--- src/verilog/crcu_defs.svh ---
/*
  Shared constants for the clock and reset control unit register block.
  Include this file wherever the data width, bank size or register map
  offsets are needed. The register types built on these constants are
  in the package.
*/
`ifndef CRCU_DEFS_SVH
`define CRCU_DEFS_SVH

// APB bus widths
`define CRCU_DATA_W 32 // Data and register width
`define CRCU_ADDR_W 32 // APB address width

// Words held in each control bank
`define CRCU_BANK_WORDS 8

// Region base offsets within the slave
`define CRCU_CLK_CTL_BASE 32'h0000_0000 // Clock control, R/W
`define CRCU_CLK_STS_BASE 32'h0000_0020 // Clock status, RO mirror
`define CRCU_RST_CTL_BASE 32'h0000_0040 // Reset control, R/W
`define CRCU_RST_STS_BASE 32'h0000_0060 // Reset status, RO mirror

// Last word offset that decodes to a register
`define CRCU_MAP_TOP 32'h0000_007C

// Word index bits inside one 0x20 region
`define CRCU_IDX_MASK 32'h0000_001C

// Value of every control word after reset
`define CRCU_CTL_RESET 32'h0000_0000

`endif

--- src/verilog/crcu_pkg.sv ---
/*
  Types shared by the register block and its testbench.
  Import with a wildcard in the module header; the widths come from
  the defines header, which this package pulls in.
*/
`include "crcu_defs.svh"

package crcu_pkg;

	// One register word as seen on the APB data bus
	typedef logic [`CRCU_DATA_W-1:0] crcu_word_t;

	// One full bank of control words, word 0 at the region base
	typedef crcu_word_t [`CRCU_BANK_WORDS-1:0] crcu_bank_t;

	// APB byte address
	typedef logic [`CRCU_ADDR_W-1:0] crcu_addr_t;

	// Word index inside a bank
	typedef logic [$clog2(`CRCU_BANK_WORDS)-1:0] crcu_idx_t;

	// Region an address falls into
	typedef enum logic [2:0] {
		region_clk_ctl, // 0x00-0x1C
		region_clk_sts, // 0x20-0x3C
		region_rst_ctl, // 0x40-0x5C
		region_rst_sts, // 0x60-0x7C
		region_unmapped // Misaligned or beyond the map
	} crcu_region_e;

	// Slave side view of the APB transfer
	typedef enum logic [1:0] {
		phase_idle,   // No transfer seen
		phase_setup,  // Setup cycle seen, next is first access cycle
		phase_access  // Response cycle, PREADY high
	} crcu_phase_e;

endpackage

--- src/verilog/crcu_reg_if.sv ---
/*
  Internal link between the APB protocol controller and the register bank.
  The controller pulses one strobe per transfer and the bank answers with
  read data and an error flag in the same cycle.
*/
`timescale 1ns/1ps

interface crcu_reg_if
	import crcu_pkg::*;
();

	crcu_addr_t addr;      // Transfer address
	crcu_word_t wdata;     // Write data
	logic       wr_strobe; // Single cycle write request
	logic       rd_strobe; // Single cycle read request
	crcu_word_t rdata;     // Read data, combinational
	logic       err;       // Access error, combinational

	modport ctrl (
		output addr,
		output wdata,
		output wr_strobe,
		output rd_strobe,
		input  rdata,
		input  err
	);

	modport bank (
		input  addr,
		input  wdata,
		input  wr_strobe,
		input  rd_strobe,
		output rdata,
		output err
	);

endinterface

--- src/verilog/apb_access_ctrl.sv ---
/*
  APB slave protocol engine for the register block.
  Follows setup and access phases, fires one read or write strobe in the
  first access cycle, and registers the bank's answer so the transfer
  always completes with exactly one wait state.
*/
`timescale 1ns/1ps

module apb_access_ctrl
	import crcu_pkg::*;
(
	input  logic       PCLK,
	input  logic       PRESETN,  // Synchronous, active low
	input  logic       PSEL,
	input  logic       PENABLE,
	input  logic       PWRITE,
	input  crcu_addr_t PADDR,
	input  crcu_word_t PWDATA,
	output logic       PREADY,
	output logic       PSLVERR,
	output crcu_word_t PRDATA,
	crcu_reg_if.ctrl   reg_bus
);

	crcu_phase_e phase; // Where the current transfer stands
	logic        strobe; // First access cycle of a live transfer

	// Access starts only after a seen setup, never while responding
	assign strobe = PSEL && PENABLE && (phase == phase_setup) && !PREADY;

	// Address and data go straight to the bank
	assign reg_bus.addr      = PADDR;
	assign reg_bus.wdata     = PWDATA;
	assign reg_bus.wr_strobe = strobe && PWRITE;
	assign reg_bus.rd_strobe = strobe && !PWRITE;

	// Phase tracking
	always_ff @(posedge PCLK) begin
		if (!PRESETN) begin
			phase <= phase_idle;
		end else begin
			case (phase)
				phase_idle: begin
					if (PSEL && !PENABLE) begin // Setup cycle
						phase <= phase_setup;
					end
				end
				phase_setup: begin
					if (!PSEL) begin // Master gave up, no strobe
						phase <= phase_idle;
					end else if (PENABLE) begin // Strobe fires now
						phase <= phase_access;
					end
				end
				phase_access: begin
					// Transfer completes on this edge
					phase <= phase_idle;
				end
				default: begin
					phase <= phase_idle;
				end
			endcase
		end
	end

	// Response registers, valid for the single PREADY cycle
	always_ff @(posedge PCLK) begin
		if (!PRESETN) begin
			PREADY  <= 1'b0;
			PSLVERR <= 1'b0;
			PRDATA  <= '0;
		end else begin
			PREADY  <= strobe; // One cycle after PENABLE
			PSLVERR <= strobe && reg_bus.err;
			if (reg_bus.rd_strobe && !reg_bus.err) begin
				PRDATA <= reg_bus.rdata; // Good read only
			end else begin
				PRDATA <= '0; // Writes, errors, idle
			end
		end
	end

endmodule

--- src/verilog/crcu_reg_bank.sv ---
/*
  Register storage and decode for the clock and reset control unit.
  Holds the clock and reset control banks, mirrors them into the status
  regions, and answers each strobe from the controller with read data and
  an error flag in the same cycle. Written words drive the output buses.
*/
`timescale 1ns/1ps

`include "crcu_defs.svh"

module crcu_reg_bank
	import crcu_pkg::*;
(
	input  logic       PCLK,
	input  logic       PRESETN, // Synchronous, active low
	crcu_reg_if.bank   reg_bus,
	output crcu_bank_t clk_ctl,  // Clock control words
	output crcu_bank_t rst_ctl   // Reset control words
);

	crcu_bank_t   clk_bank;    // Clock control storage
	crcu_bank_t   rst_bank;    // Reset control storage
	crcu_region_e region;      // Decoded region
	crcu_addr_t   region_base; // Address with word bits cleared
	crcu_idx_t    idx;         // Word within region
	logic         is_ctl;      // Region accepts writes
	logic         aligned;     // Word aligned and inside the map
	crcu_word_t   rd_word;     // Selected word before gating

	// Address split
	assign region_base = reg_bus.addr & ~`CRCU_IDX_MASK;
	assign idx         = crcu_idx_t'((reg_bus.addr & `CRCU_IDX_MASK) >> 2);
	assign aligned     = (reg_bus.addr[1:0] == 2'b00) && (reg_bus.addr <= `CRCU_MAP_TOP);

	// Region decode
	always_comb begin
		region = region_unmapped;
		if (aligned) begin
			case (region_base)
				`CRCU_CLK_CTL_BASE: region = region_clk_ctl;
				`CRCU_CLK_STS_BASE: region = region_clk_sts;
				`CRCU_RST_CTL_BASE: region = region_rst_ctl;
				`CRCU_RST_STS_BASE: region = region_rst_sts;
				default:            region = region_unmapped;
			endcase
		end
	end

	assign is_ctl = (region == region_clk_ctl) || (region == region_rst_ctl);

	// Status writes and unmapped reads are both errors
	assign reg_bus.err = (reg_bus.wr_strobe && !is_ctl) ||
		(reg_bus.rd_strobe && (region == region_unmapped));

	// Read mux, status regions mirror their control bank
	always_comb begin
		case (region)
			region_clk_ctl,
			region_clk_sts: begin
				rd_word = clk_bank[idx];
			end
			region_rst_ctl,
			region_rst_sts: begin
				rd_word = rst_bank[idx];
			end
			default: begin
				rd_word = '0; // Unmapped reads as zero
			end
		endcase
	end

	assign reg_bus.rdata = reg_bus.rd_strobe ? rd_word : '0;

	// Control storage, updated on the edge ending the strobe cycle
	always_ff @(posedge PCLK) begin
		if (!PRESETN) begin
			clk_bank <= {`CRCU_BANK_WORDS{crcu_word_t'(`CRCU_CTL_RESET)}};
			rst_bank <= {`CRCU_BANK_WORDS{crcu_word_t'(`CRCU_CTL_RESET)}};
		end else if (reg_bus.wr_strobe && !reg_bus.err) begin
			case (region)
				region_clk_ctl: begin
					clk_bank[idx] <= reg_bus.wdata;
				end
				region_rst_ctl: begin
					rst_bank[idx] <= reg_bus.wdata;
				end
				default: begin
					// Error path, nothing stored
				end
			endcase
		end
	end

	// Outputs follow storage, new value visible with PREADY
	assign clk_ctl = clk_bank;
	assign rst_ctl = rst_bank;

endmodule

--- src/verilog/crcu_regs.sv ---
/*
  Top level of the clock and reset control unit register block.
  An APB slave with eight clock control and eight reset control words,
  plus read-only status words that mirror them. Control words leave the
  block on the clk_ctl and rst_ctl buses. Every transfer takes one wait
  state; unmapped reads and writes to anything but control answer PSLVERR.
*/
`timescale 1ns/1ps

module crcu_regs
	import crcu_pkg::*;
(
	// APB slave port
	input  logic       PCLK,
	input  logic       PRESETN, // Synchronous, active low
	input  logic       PSEL,
	input  logic       PENABLE,
	input  logic       PWRITE,
	input  crcu_addr_t PADDR,
	input  crcu_word_t PWDATA,
	output logic       PREADY,  // High for one cycle per transfer
	output logic       PSLVERR, // Qualified by PREADY
	output crcu_word_t PRDATA,  // Zero outside a read response

	// Control outputs
	output crcu_bank_t clk_ctl, // Words from offsets 0x00-0x1C
	output crcu_bank_t rst_ctl  // Words from offsets 0x40-0x5C
);

	// Strobe link between protocol engine and storage
	crcu_reg_if reg_if ();

	// APB phase handling and response registers
	apb_access_ctrl ctrl_i (
		.PCLK    (PCLK),
		.PRESETN (PRESETN),
		.PSEL    (PSEL),
		.PENABLE (PENABLE),
		.PWRITE  (PWRITE),
		.PADDR   (PADDR),
		.PWDATA  (PWDATA),
		.PREADY  (PREADY),
		.PSLVERR (PSLVERR),
		.PRDATA  (PRDATA),
		.reg_bus (reg_if.ctrl)
	);

	// Decode, storage and status mirror
	crcu_reg_bank bank_i (
		.PCLK    (PCLK),
		.PRESETN (PRESETN),
		.reg_bus (reg_if.bank),
		.clk_ctl (clk_ctl),
		.rst_ctl (rst_ctl)
	);

endmodule
--- config.mk ---
export PLATFORM = sky130hd
export DESIGN_NAME = crcu_regs
export DESIGN_NICKNAME = d
export VERILOG_FILES = /design/src/verilog/crcu_pkg.sv /design/src/verilog/crcu_reg_if.sv /design/src/verilog/apb_access_ctrl.sv /design/src/verilog/crcu_reg_bank.sv /design/src/verilog/crcu_regs.sv
export VERILOG_INCLUDE_DIRS = /design/src /design/src/verilog
export SDC_FILE = /design/constraint.sdc
export NUM_CORES = 1
export LEC_CHECK = 0
export BUFFER_PORTS_ARGS = -buffer_cell sky130_fd_sc_hd__buf_4
export CORE_ASPECT_RATIO = 0.5
export CORE_MARGIN = 8
export CORE_UTILIZATION = 30
export DETAILED_ROUTE_END_ITERATION = 8
export GPL_ROUTABILITY_DRIVEN = 0
export GPL_TIMING_DRIVEN = 0
export HOLD_SLACK_MARGIN = 0.05
export PLACE_DENSITY_LB_ADDON = 0.12
export SLEW_MARGIN = 25
export SYNTH_ARGS = -nofsm -noshare
export SYNTH_HDL_FRONTEND = slang
export SYNTH_HIERARCHICAL = 1
export SYNTH_SLANG_ARGS = --single-unit
--- constraint.sdc ---
create_clock -name PCLK -period 2.8 [get_ports PCLK]
set_input_delay 0.28 -clock PCLK [delete_from_list [all_inputs] [get_ports PCLK]]
set_output_delay 0.28 -clock PCLK [all_outputs]
set_load 0.02 [all_outputs]
# Word-level counts from Yosys, hierarchy flattened
# Cells that the tools add are included.
[word_totals]
register_bits = 548
out_inout_bits = 546
word_cells = 78
[classes]
order_cmp = 3
n_eq_ne = 10
muxes = 15
reduce_logical = 30
[op_table]
columns = ["op", "n"]
rows = [
  ["bitwise mux 256 bit", 2],
  ["binary-select mux 32 bit (select 3 bit)", 2],
  ["demux 32 bit (select 3 bit)", 1],
  ["two-way mux 32 bit", 3],
  ["one-hot mux 32 bit (2 select lines)", 1],
  ["equality test 29 x 4 -> 1 bit (second input constant)", 2],
  ["<= comparator 32 x 7 -> 1 bit (second input constant)", 1],
  ["logical NOT 32 bit", 1],
  ["equality test 29 x 3 -> 1 bit (second input constant)", 1],
  ["logical AND 1 bit", 13],
  ["one-hot mux 3 bit (4 select lines)", 1],
  ["equality test 3 x 2 -> 1 bit (second input constant)", 2],
  ["two-way mux 2 bit", 3],
  ["AND reduction 2 bit", 3],
  ["logical NOT 1 bit", 5],
  ["logical NOT 2 bit", 2],
  ["less-than comparator 3 x 4 -> 1 bit (second input constant)", 1],
  ["one-hot mux 2 bit (2 select lines)", 1],
  ["OR reduction 2 bit", 2],
  ["equality test 3 x 1 -> 1 bit (second input constant)", 1],
  ["equality test 3 bit (second input constant)", 1],
  [">= comparator 3 x 1 -> 1 bit (second input constant)", 1],
  ["logical NOT 3 bit", 1],
  ["two-way mux 3 bit", 1],
  ["5 further kinds", 6],
]

# Longest topological paths before layout
[depth]
ltp_word = 11
depth_mapped = 12
mapped_depth_nobuf = 7

# Modules after synthesis
# The synthesis kept the hierarchy.
[modules_own_cells]
columns = ["module", "instances", "cells_each", "area_each_um2", "seq_area_each_um2"]
rows = [
  ["crcu_reg_bank", 1, 2340, 20915.1, 10249.8],
  ["apb_access_ctrl", 1, 181, 1780.5, 720.7],
]

# Worst setup path after synthesis
# Ideal clock, no wire load.
[synth_path]
kind = "reg2reg"
start = "register ctrl_i.phase[1]"
end = "register bank_i.clk_bank, in the netlist bank_i/clk_ctl[21]"
setup_ns = 0.126
arrival_ns = 2.352
t_required_ns = 2.674
path_slack_ns = 0.322
path_stages_with_launch = 9
n_path_buf = 1
period_less_slack_ns = 2.478
path_cell_list = "dfxtp_1 -> nand4b_2 -> nor3b_1 -> or4b_1 -> nor4_1 -> nand3_1 -> buf_2 -> nand3_1 -> o21ai_0"
[synth_between]
elab_chain_cells = 9
elab_cells_between_ends = 11
cone_classes = "eq/ne (1); reduce/logical (10)"
[synth_lines]
columns = ["item", "line_no", "rtl"]
rows = [
  ["start, declared", "apb_access_ctrl.sv:25", "crcu_phase_e phase;"],
  ["start signal, assigned", "apb_access_ctrl.sv:40", "phase <= phase_idle;"],
  ["start signal, assigned", "apb_access_ctrl.sv:45", "phase <= phase_setup;"],
  ["start signal, assigned", "apb_access_ctrl.sv:50", "phase <= phase_idle;"],
  ["equality test 2 x 1 -> 1 bit (*)", "apb_access_ctrl.sv:29", "assign strobe = PSEL && PENABLE && (phase == phase_setup) && !PREADY;"],
  ["logical AND 1 bit (*) (2 in a row)", "apb_access_ctrl.sv:29", ""],
  ["logical AND 1 bit (*)", "apb_access_ctrl.sv:34", "assign reg_bus.wr_strobe = strobe && PWRITE;"],
  ["via reg_if.wr_strobe", "crcu_reg_if.sv:14", "logic wr_strobe;"],
  ["logical AND 1 bit", "crcu_reg_bank.sv:52", "assign reg_bus.err = (reg_bus.wr_strobe && !is_ctl) ||"],
  ["logical OR 1 bit", "crcu_reg_bank.sv:52", ""],
  ["logical NOT 1 bit", "crcu_reg_bank.sv:79", "end else if (reg_bus.wr_strobe && !reg_bus.err) begin"],
  ["logical AND 1 bit (*)", "crcu_reg_bank.sv:79", ""],
  ["AND reduction 2 bit (no source line) (*)", "-", ""],
  ["end signal, assigned", "crcu_reg_bank.sv:77", "clk_bank <= {`CRCU_BANK_WORDS{crcu_word_t'(`CRCU_CTL_RESET)}};"],
  ["end signal, assigned by index", "crcu_reg_bank.sv:82", "clk_bank[idx] <= reg_bus.wdata;"],
  ["end, declared", "crcu_reg_bank.sv:21", "crcu_bank_t clk_bank;"],
]
# Mark *: on every way through the listed nets, which the timed path passes. The rest lies on a longest branch.
# A chain may end at the register's enable or synchronous reset.

# Final worst setup path
[layout_path]
start = "input port PADDR[2]"
end = "register ctrl_i.PRDATA[18]"
[layout_between]
elab_chain_cells = 11
elab_cells_between_ends = 23
cone_classes = "order compare (1); eq/ne (4); mux (6); reduce/logical (12)"
[layout_lines]
columns = ["item", "line_no", "rtl"]
rows = [
  ["start, declared", "crcu_regs.sv:19", "input crcu_addr_t PADDR,"],
  ["<= comparator 32 x 7 -> 1 bit (no source line)", "-", ""],
  ["logical AND 1 bit", "crcu_reg_bank.sv:33", "assign aligned = (reg_bus.addr[1:0] == 2'b00) && (reg_bus.addr <= `CRCU_MAP_TOP);"],
  ["two-way mux 3 bit", "crcu_reg_bank.sv:38", "if (aligned) begin"],
  ["equality test 3 x 2 -> 1 bit or logical NOT 3 bit (tied branches)", "crcu_reg_bank.sv:49, crcu_reg_bank.sv:57", ""],
  ["logical OR 1 bit", "crcu_reg_bank.sv:49", "assign is_ctl = (region == region_clk_ctl) || (region == region_rst_ctl);"],
  ["logical NOT 1 bit", "crcu_reg_bank.sv:52", ""],
  ["logical AND 1 bit", "crcu_reg_bank.sv:52", ""],
  ["logical OR 1 bit", "crcu_reg_bank.sv:52", ""],
  ["logical NOT 1 bit", "apb_access_ctrl.sv:75", "if (reg_bus.rd_strobe && !reg_bus.err) begin"],
  ["logical AND 1 bit", "apb_access_ctrl.sv:75", ""],
  ["AND reduction 3 bit (no source line)", "-", ""],
  ["end signal, assigned", "apb_access_ctrl.sv:76", "PRDATA <= reg_bus.rdata;"],
  ["end, declared", "apb_access_ctrl.sv:21", "output crcu_word_t PRDATA,"],
]
# Parallel ways exist; a longest one is shown, timed or not. The select of a mux whose other input is x is not followed.

==> impl_metrics.csv <==
group,metric,value,unit
timing,fin_ws,-0.104,ns
setup_path,cp.arrival,3.48,ns
power_and_ir_drop,p_leak,12.0,nW
timing,hold_violations,0,
setup_path,crit_path_start_kind,"primary input",
synth,synth_top_flop_cell,"dfxtp_1",
power_and_ir_drop,switchingPower,0.00451,W
layout,final_common_cell,"buf_4",
route,drt_first_pass_iters,8,
setup_path,end_kind,"register",
placed_design,portBuffers,550,
setup_path,cp.required,3.38,ns
power_and_ir_drop,seqPwrFrac,0.461,
synth,asyncSetResetFlopFracSynth,0,
die,die-area,85200,sq um
timing,slew_violations,0,
die,die_width,405,um
synth,synth_area_per_cell,9.00,sq um
clock_tree,clockBufferDepth,3,
synth,synth_cells,2521,
die,initial_core_util,0.303,
placed_design,place_area,28100,sq um
setup_path,critPathTopFamily,"buffers and inverters",
clock_tree,htreeDepth,2,
route,vias,25566,
route,drt_wl_total,152,mm
synth,netlist_area,22700,sq um
timing,hold-worst-slack,0.0679,ns
placed_design,hpwl,114,mm
timing,max_freq,0.344,GHz
setup_path,slowest_delay,0.58,ns
die,coreArea,75000,sq um
power_and_ir_drop,combPwrFrac,0.079,
die,rows,71,
power_and_ir_drop,swShare,0.267,
route,routedWlPerCell,36.2,um
route,drt-initial-drc-count,3754,
layout,nets,3206,
die,die_h,210,um
route,via_per_inst,6.08,
power_and_ir_drop,p_clk_frac,0.459,
min_path,hold_class,"in -> reg",
synth,synth_top_area_frac,0.483,
grt,antenna_found_initial,12,
route,ant_nets,0,
placed_design,pre_cts_slack,-1.09,ns
timing,finalCritPeriodShare,1.04,
grt,grt.overflow.total,0,
timing,rsz0062_at_grt,"no",
power_and_ir_drop,p_per_area,558,nW/um^2
timing,min_period,2.90,ns
clock_tree,cts_tree,"yes",
clock_tree,cts_num_sinks,548,
grt,grtUsageTotal,0.336,
layout,area_growth,33.4,%
layout,drive_gt1_frac,0.305,
grt,grt_pass1_wl,201,mm
layout,final_cell_mix,"buf_4, dfxtp_1, nand3_1",
timing,setup_viol,40,
setup_path,cp.buffers_inverters,7,
clock_tree,clk_pin_slew,0.07,ns
timing,timing.slew.headroom,0.195,
synth,yosys_warnings,6,
synth,ys_seq_area_frac,0.483,
run_status,run_status,"complete, but fails checks",
setup_path,cp_cell_sequence,"buf_4 -> buf_2 -> buf_4 -> inv_2 -> clkbuf_2 -> buf_2 -> o221ai_1 -> o21ai_0 -> nand2_1 -> a21oi_1 -> inv_1 -> nor3_2",
synth,synth.area.top_cells,"dfxtp_1, nand3_1, o21ai_0, mux4_2, mux2i_1",
route,route.detailed.drc,0,
synth,synth.distinct_cells,64,
clock_tree,cts_root_buf,"clkbuf_16",
power_and_ir_drop,vdd_drop_max,394,uV
synth,syn_nets,2590,
timing,tightest_slew,1.21,ns
synth,synth-seq-cells,548,
timing,skew,0.0301,ns
timing,tns,-1.04,ns
clock_tree,insertion_delay,0.65,ns
setup_path,crit_type,"in -> reg",
grt,grt_max_degree,15,
job,drv_cap,0,
die,ios,615,
grt,grt_pass1_vias,23441,
layout,fin_area,30300,sq um
setup_path,crit_slowest_cell,"buf_2",
run_status,violations,"setup timing",
synth,synth_largest_area_cell,"dfxtp_1",
power_and_ir_drop,p_int,0.0124,W
clock_tree,numCtsBuffers,53,
synth,synth_edf_count,0,
setup_path,worst-path-max-fanout,10,
layout,fin_util,0.404,
[kinds of logic after synthesis]
logic type / count (synthesis) / synth area share
buf+inv: 370 / 0.0780
flops: 548 / 0.483
compound gates: 726 / 0.177
mux: 156 / 0.0960
simple gates: 721 / 0.166
[metrics by stage]
stage	instances	total power, W
global placement	4093	0.00919
finish	4204	0.0169
floorplan	2521	0.00857
detailed placement	4093	0.00920
global route	4201	0.0171
CTS	4197	0.0167
[worst register-to-register path, stage by stage (launching register included)]
cell and delay, ns:
dfxtp_1 0.31, nand4b_4 0.20, nor3b_4 0.26, or4bb_1 0.47
nor2_1 0.11, nand3_1 0.43, clkbuf_1 0.50, nand3_1 0.21
o21ai_0 0.11
[power by group through the flow]
stage / sequential [W] / combinational [W] / clock (W)
floorplan: 0.00797 / 0.000596 / 0
global placement: 0.00797 / 0.00122 / 0
detailed placement: 0.00797 / 0.00123 / 0
CTS: 0.00779 / 0.00124 / 0.00769
global route: 0.00779 / 0.00131 / 0.00802
finish: 0.00779 / 0.00134 / 0.00776
[synthesized netlist by cell type, types with 8 or more instances]
cell / count
nor3_2: 29
mux4_2: 45
buf_1: 49
nand3_1: 501
nor4_1: 8
clkbuf_1: 164
nor2_1: 31
dfxtp_1: 548
mux2_2: 44
a21oi_1: 51
buf_4: 69
o21ai_0: 487
mux2i_1: 67
buf_2: 43
inv_1: 37
o22ai_1: 50
a31oi_1: 9
a211oi_1: 11
o21ai_1: 44
nor3_1: 11
nand2b_1: 8
o221ai_1: 36
nand2_1: 92
[registers in the layout, indices dropped and copies added, names as in the netlist]
| name | cells |
|---|---|
| bank_i/clk_ctl | 256 |
| ctrl_i/PSLVERR | 1 |
| ctrl_i/PRDATA | 32 |
| bank_i/rst_ctl | 256 |
| ctrl_i/phase | 2 |
| ctrl_i/PREADY | 1 |
[metal layers]
layer,share of wire,global-route usage,vias up
met5,0.00023,0,-
met4,0.063,0.179,6
met3,0.12,0.113,472
met2,0.44,0.523,1810
met1,0.38,0.411,12931
li1,-,-,10347
[final timing paths]
check	to	cells after the start	startpoint	slack, ns
worst max-delay path	ctrl_i/PRDATA[18]	12	PADDR[2]	-0.10
worst min-delay path	bank_i/rst_ctl[201]	3	PWDATA[9]	0.07
worst max register to register	bank_i/clk_ctl[253]	8	ctrl_i/phase[1]	0.06
worst min register to register	bank_i/rst_ctl[5]	2	bank_i/rst_ctl[5]	0.48
[final cells by class]
| type | instances | area (sq um) |
|---|---|---|
| antenna | 3 | 7.51 |
| clock buffer | 83 | 1610 |
| timing repair buffer | 561 | 4230 |
| fill | 7845 | 44700 |
| inverter | 38 | 143 |
| clock inverter | 14 | 180 |
| multi-input combinational | 1603 | 10100 |
| tap | 1022 | 1280 |
| buffer | 332 | 1770 |
| sequential | 548 | 11000 |
[what timing repair did]
| item | CTS | global route |
|---|---|---|
| gates resized for setup | 68 | 27 |
| pin swaps | 2 | 1 |
| setup buffers | 4 | 4 |
| endpoints found under the hold margin | 4 | 0 |
| setup endpoints to repair | 530 | 383 |
| hold buffers | 3 | 0 |
(Power assumes the default switching activity.)
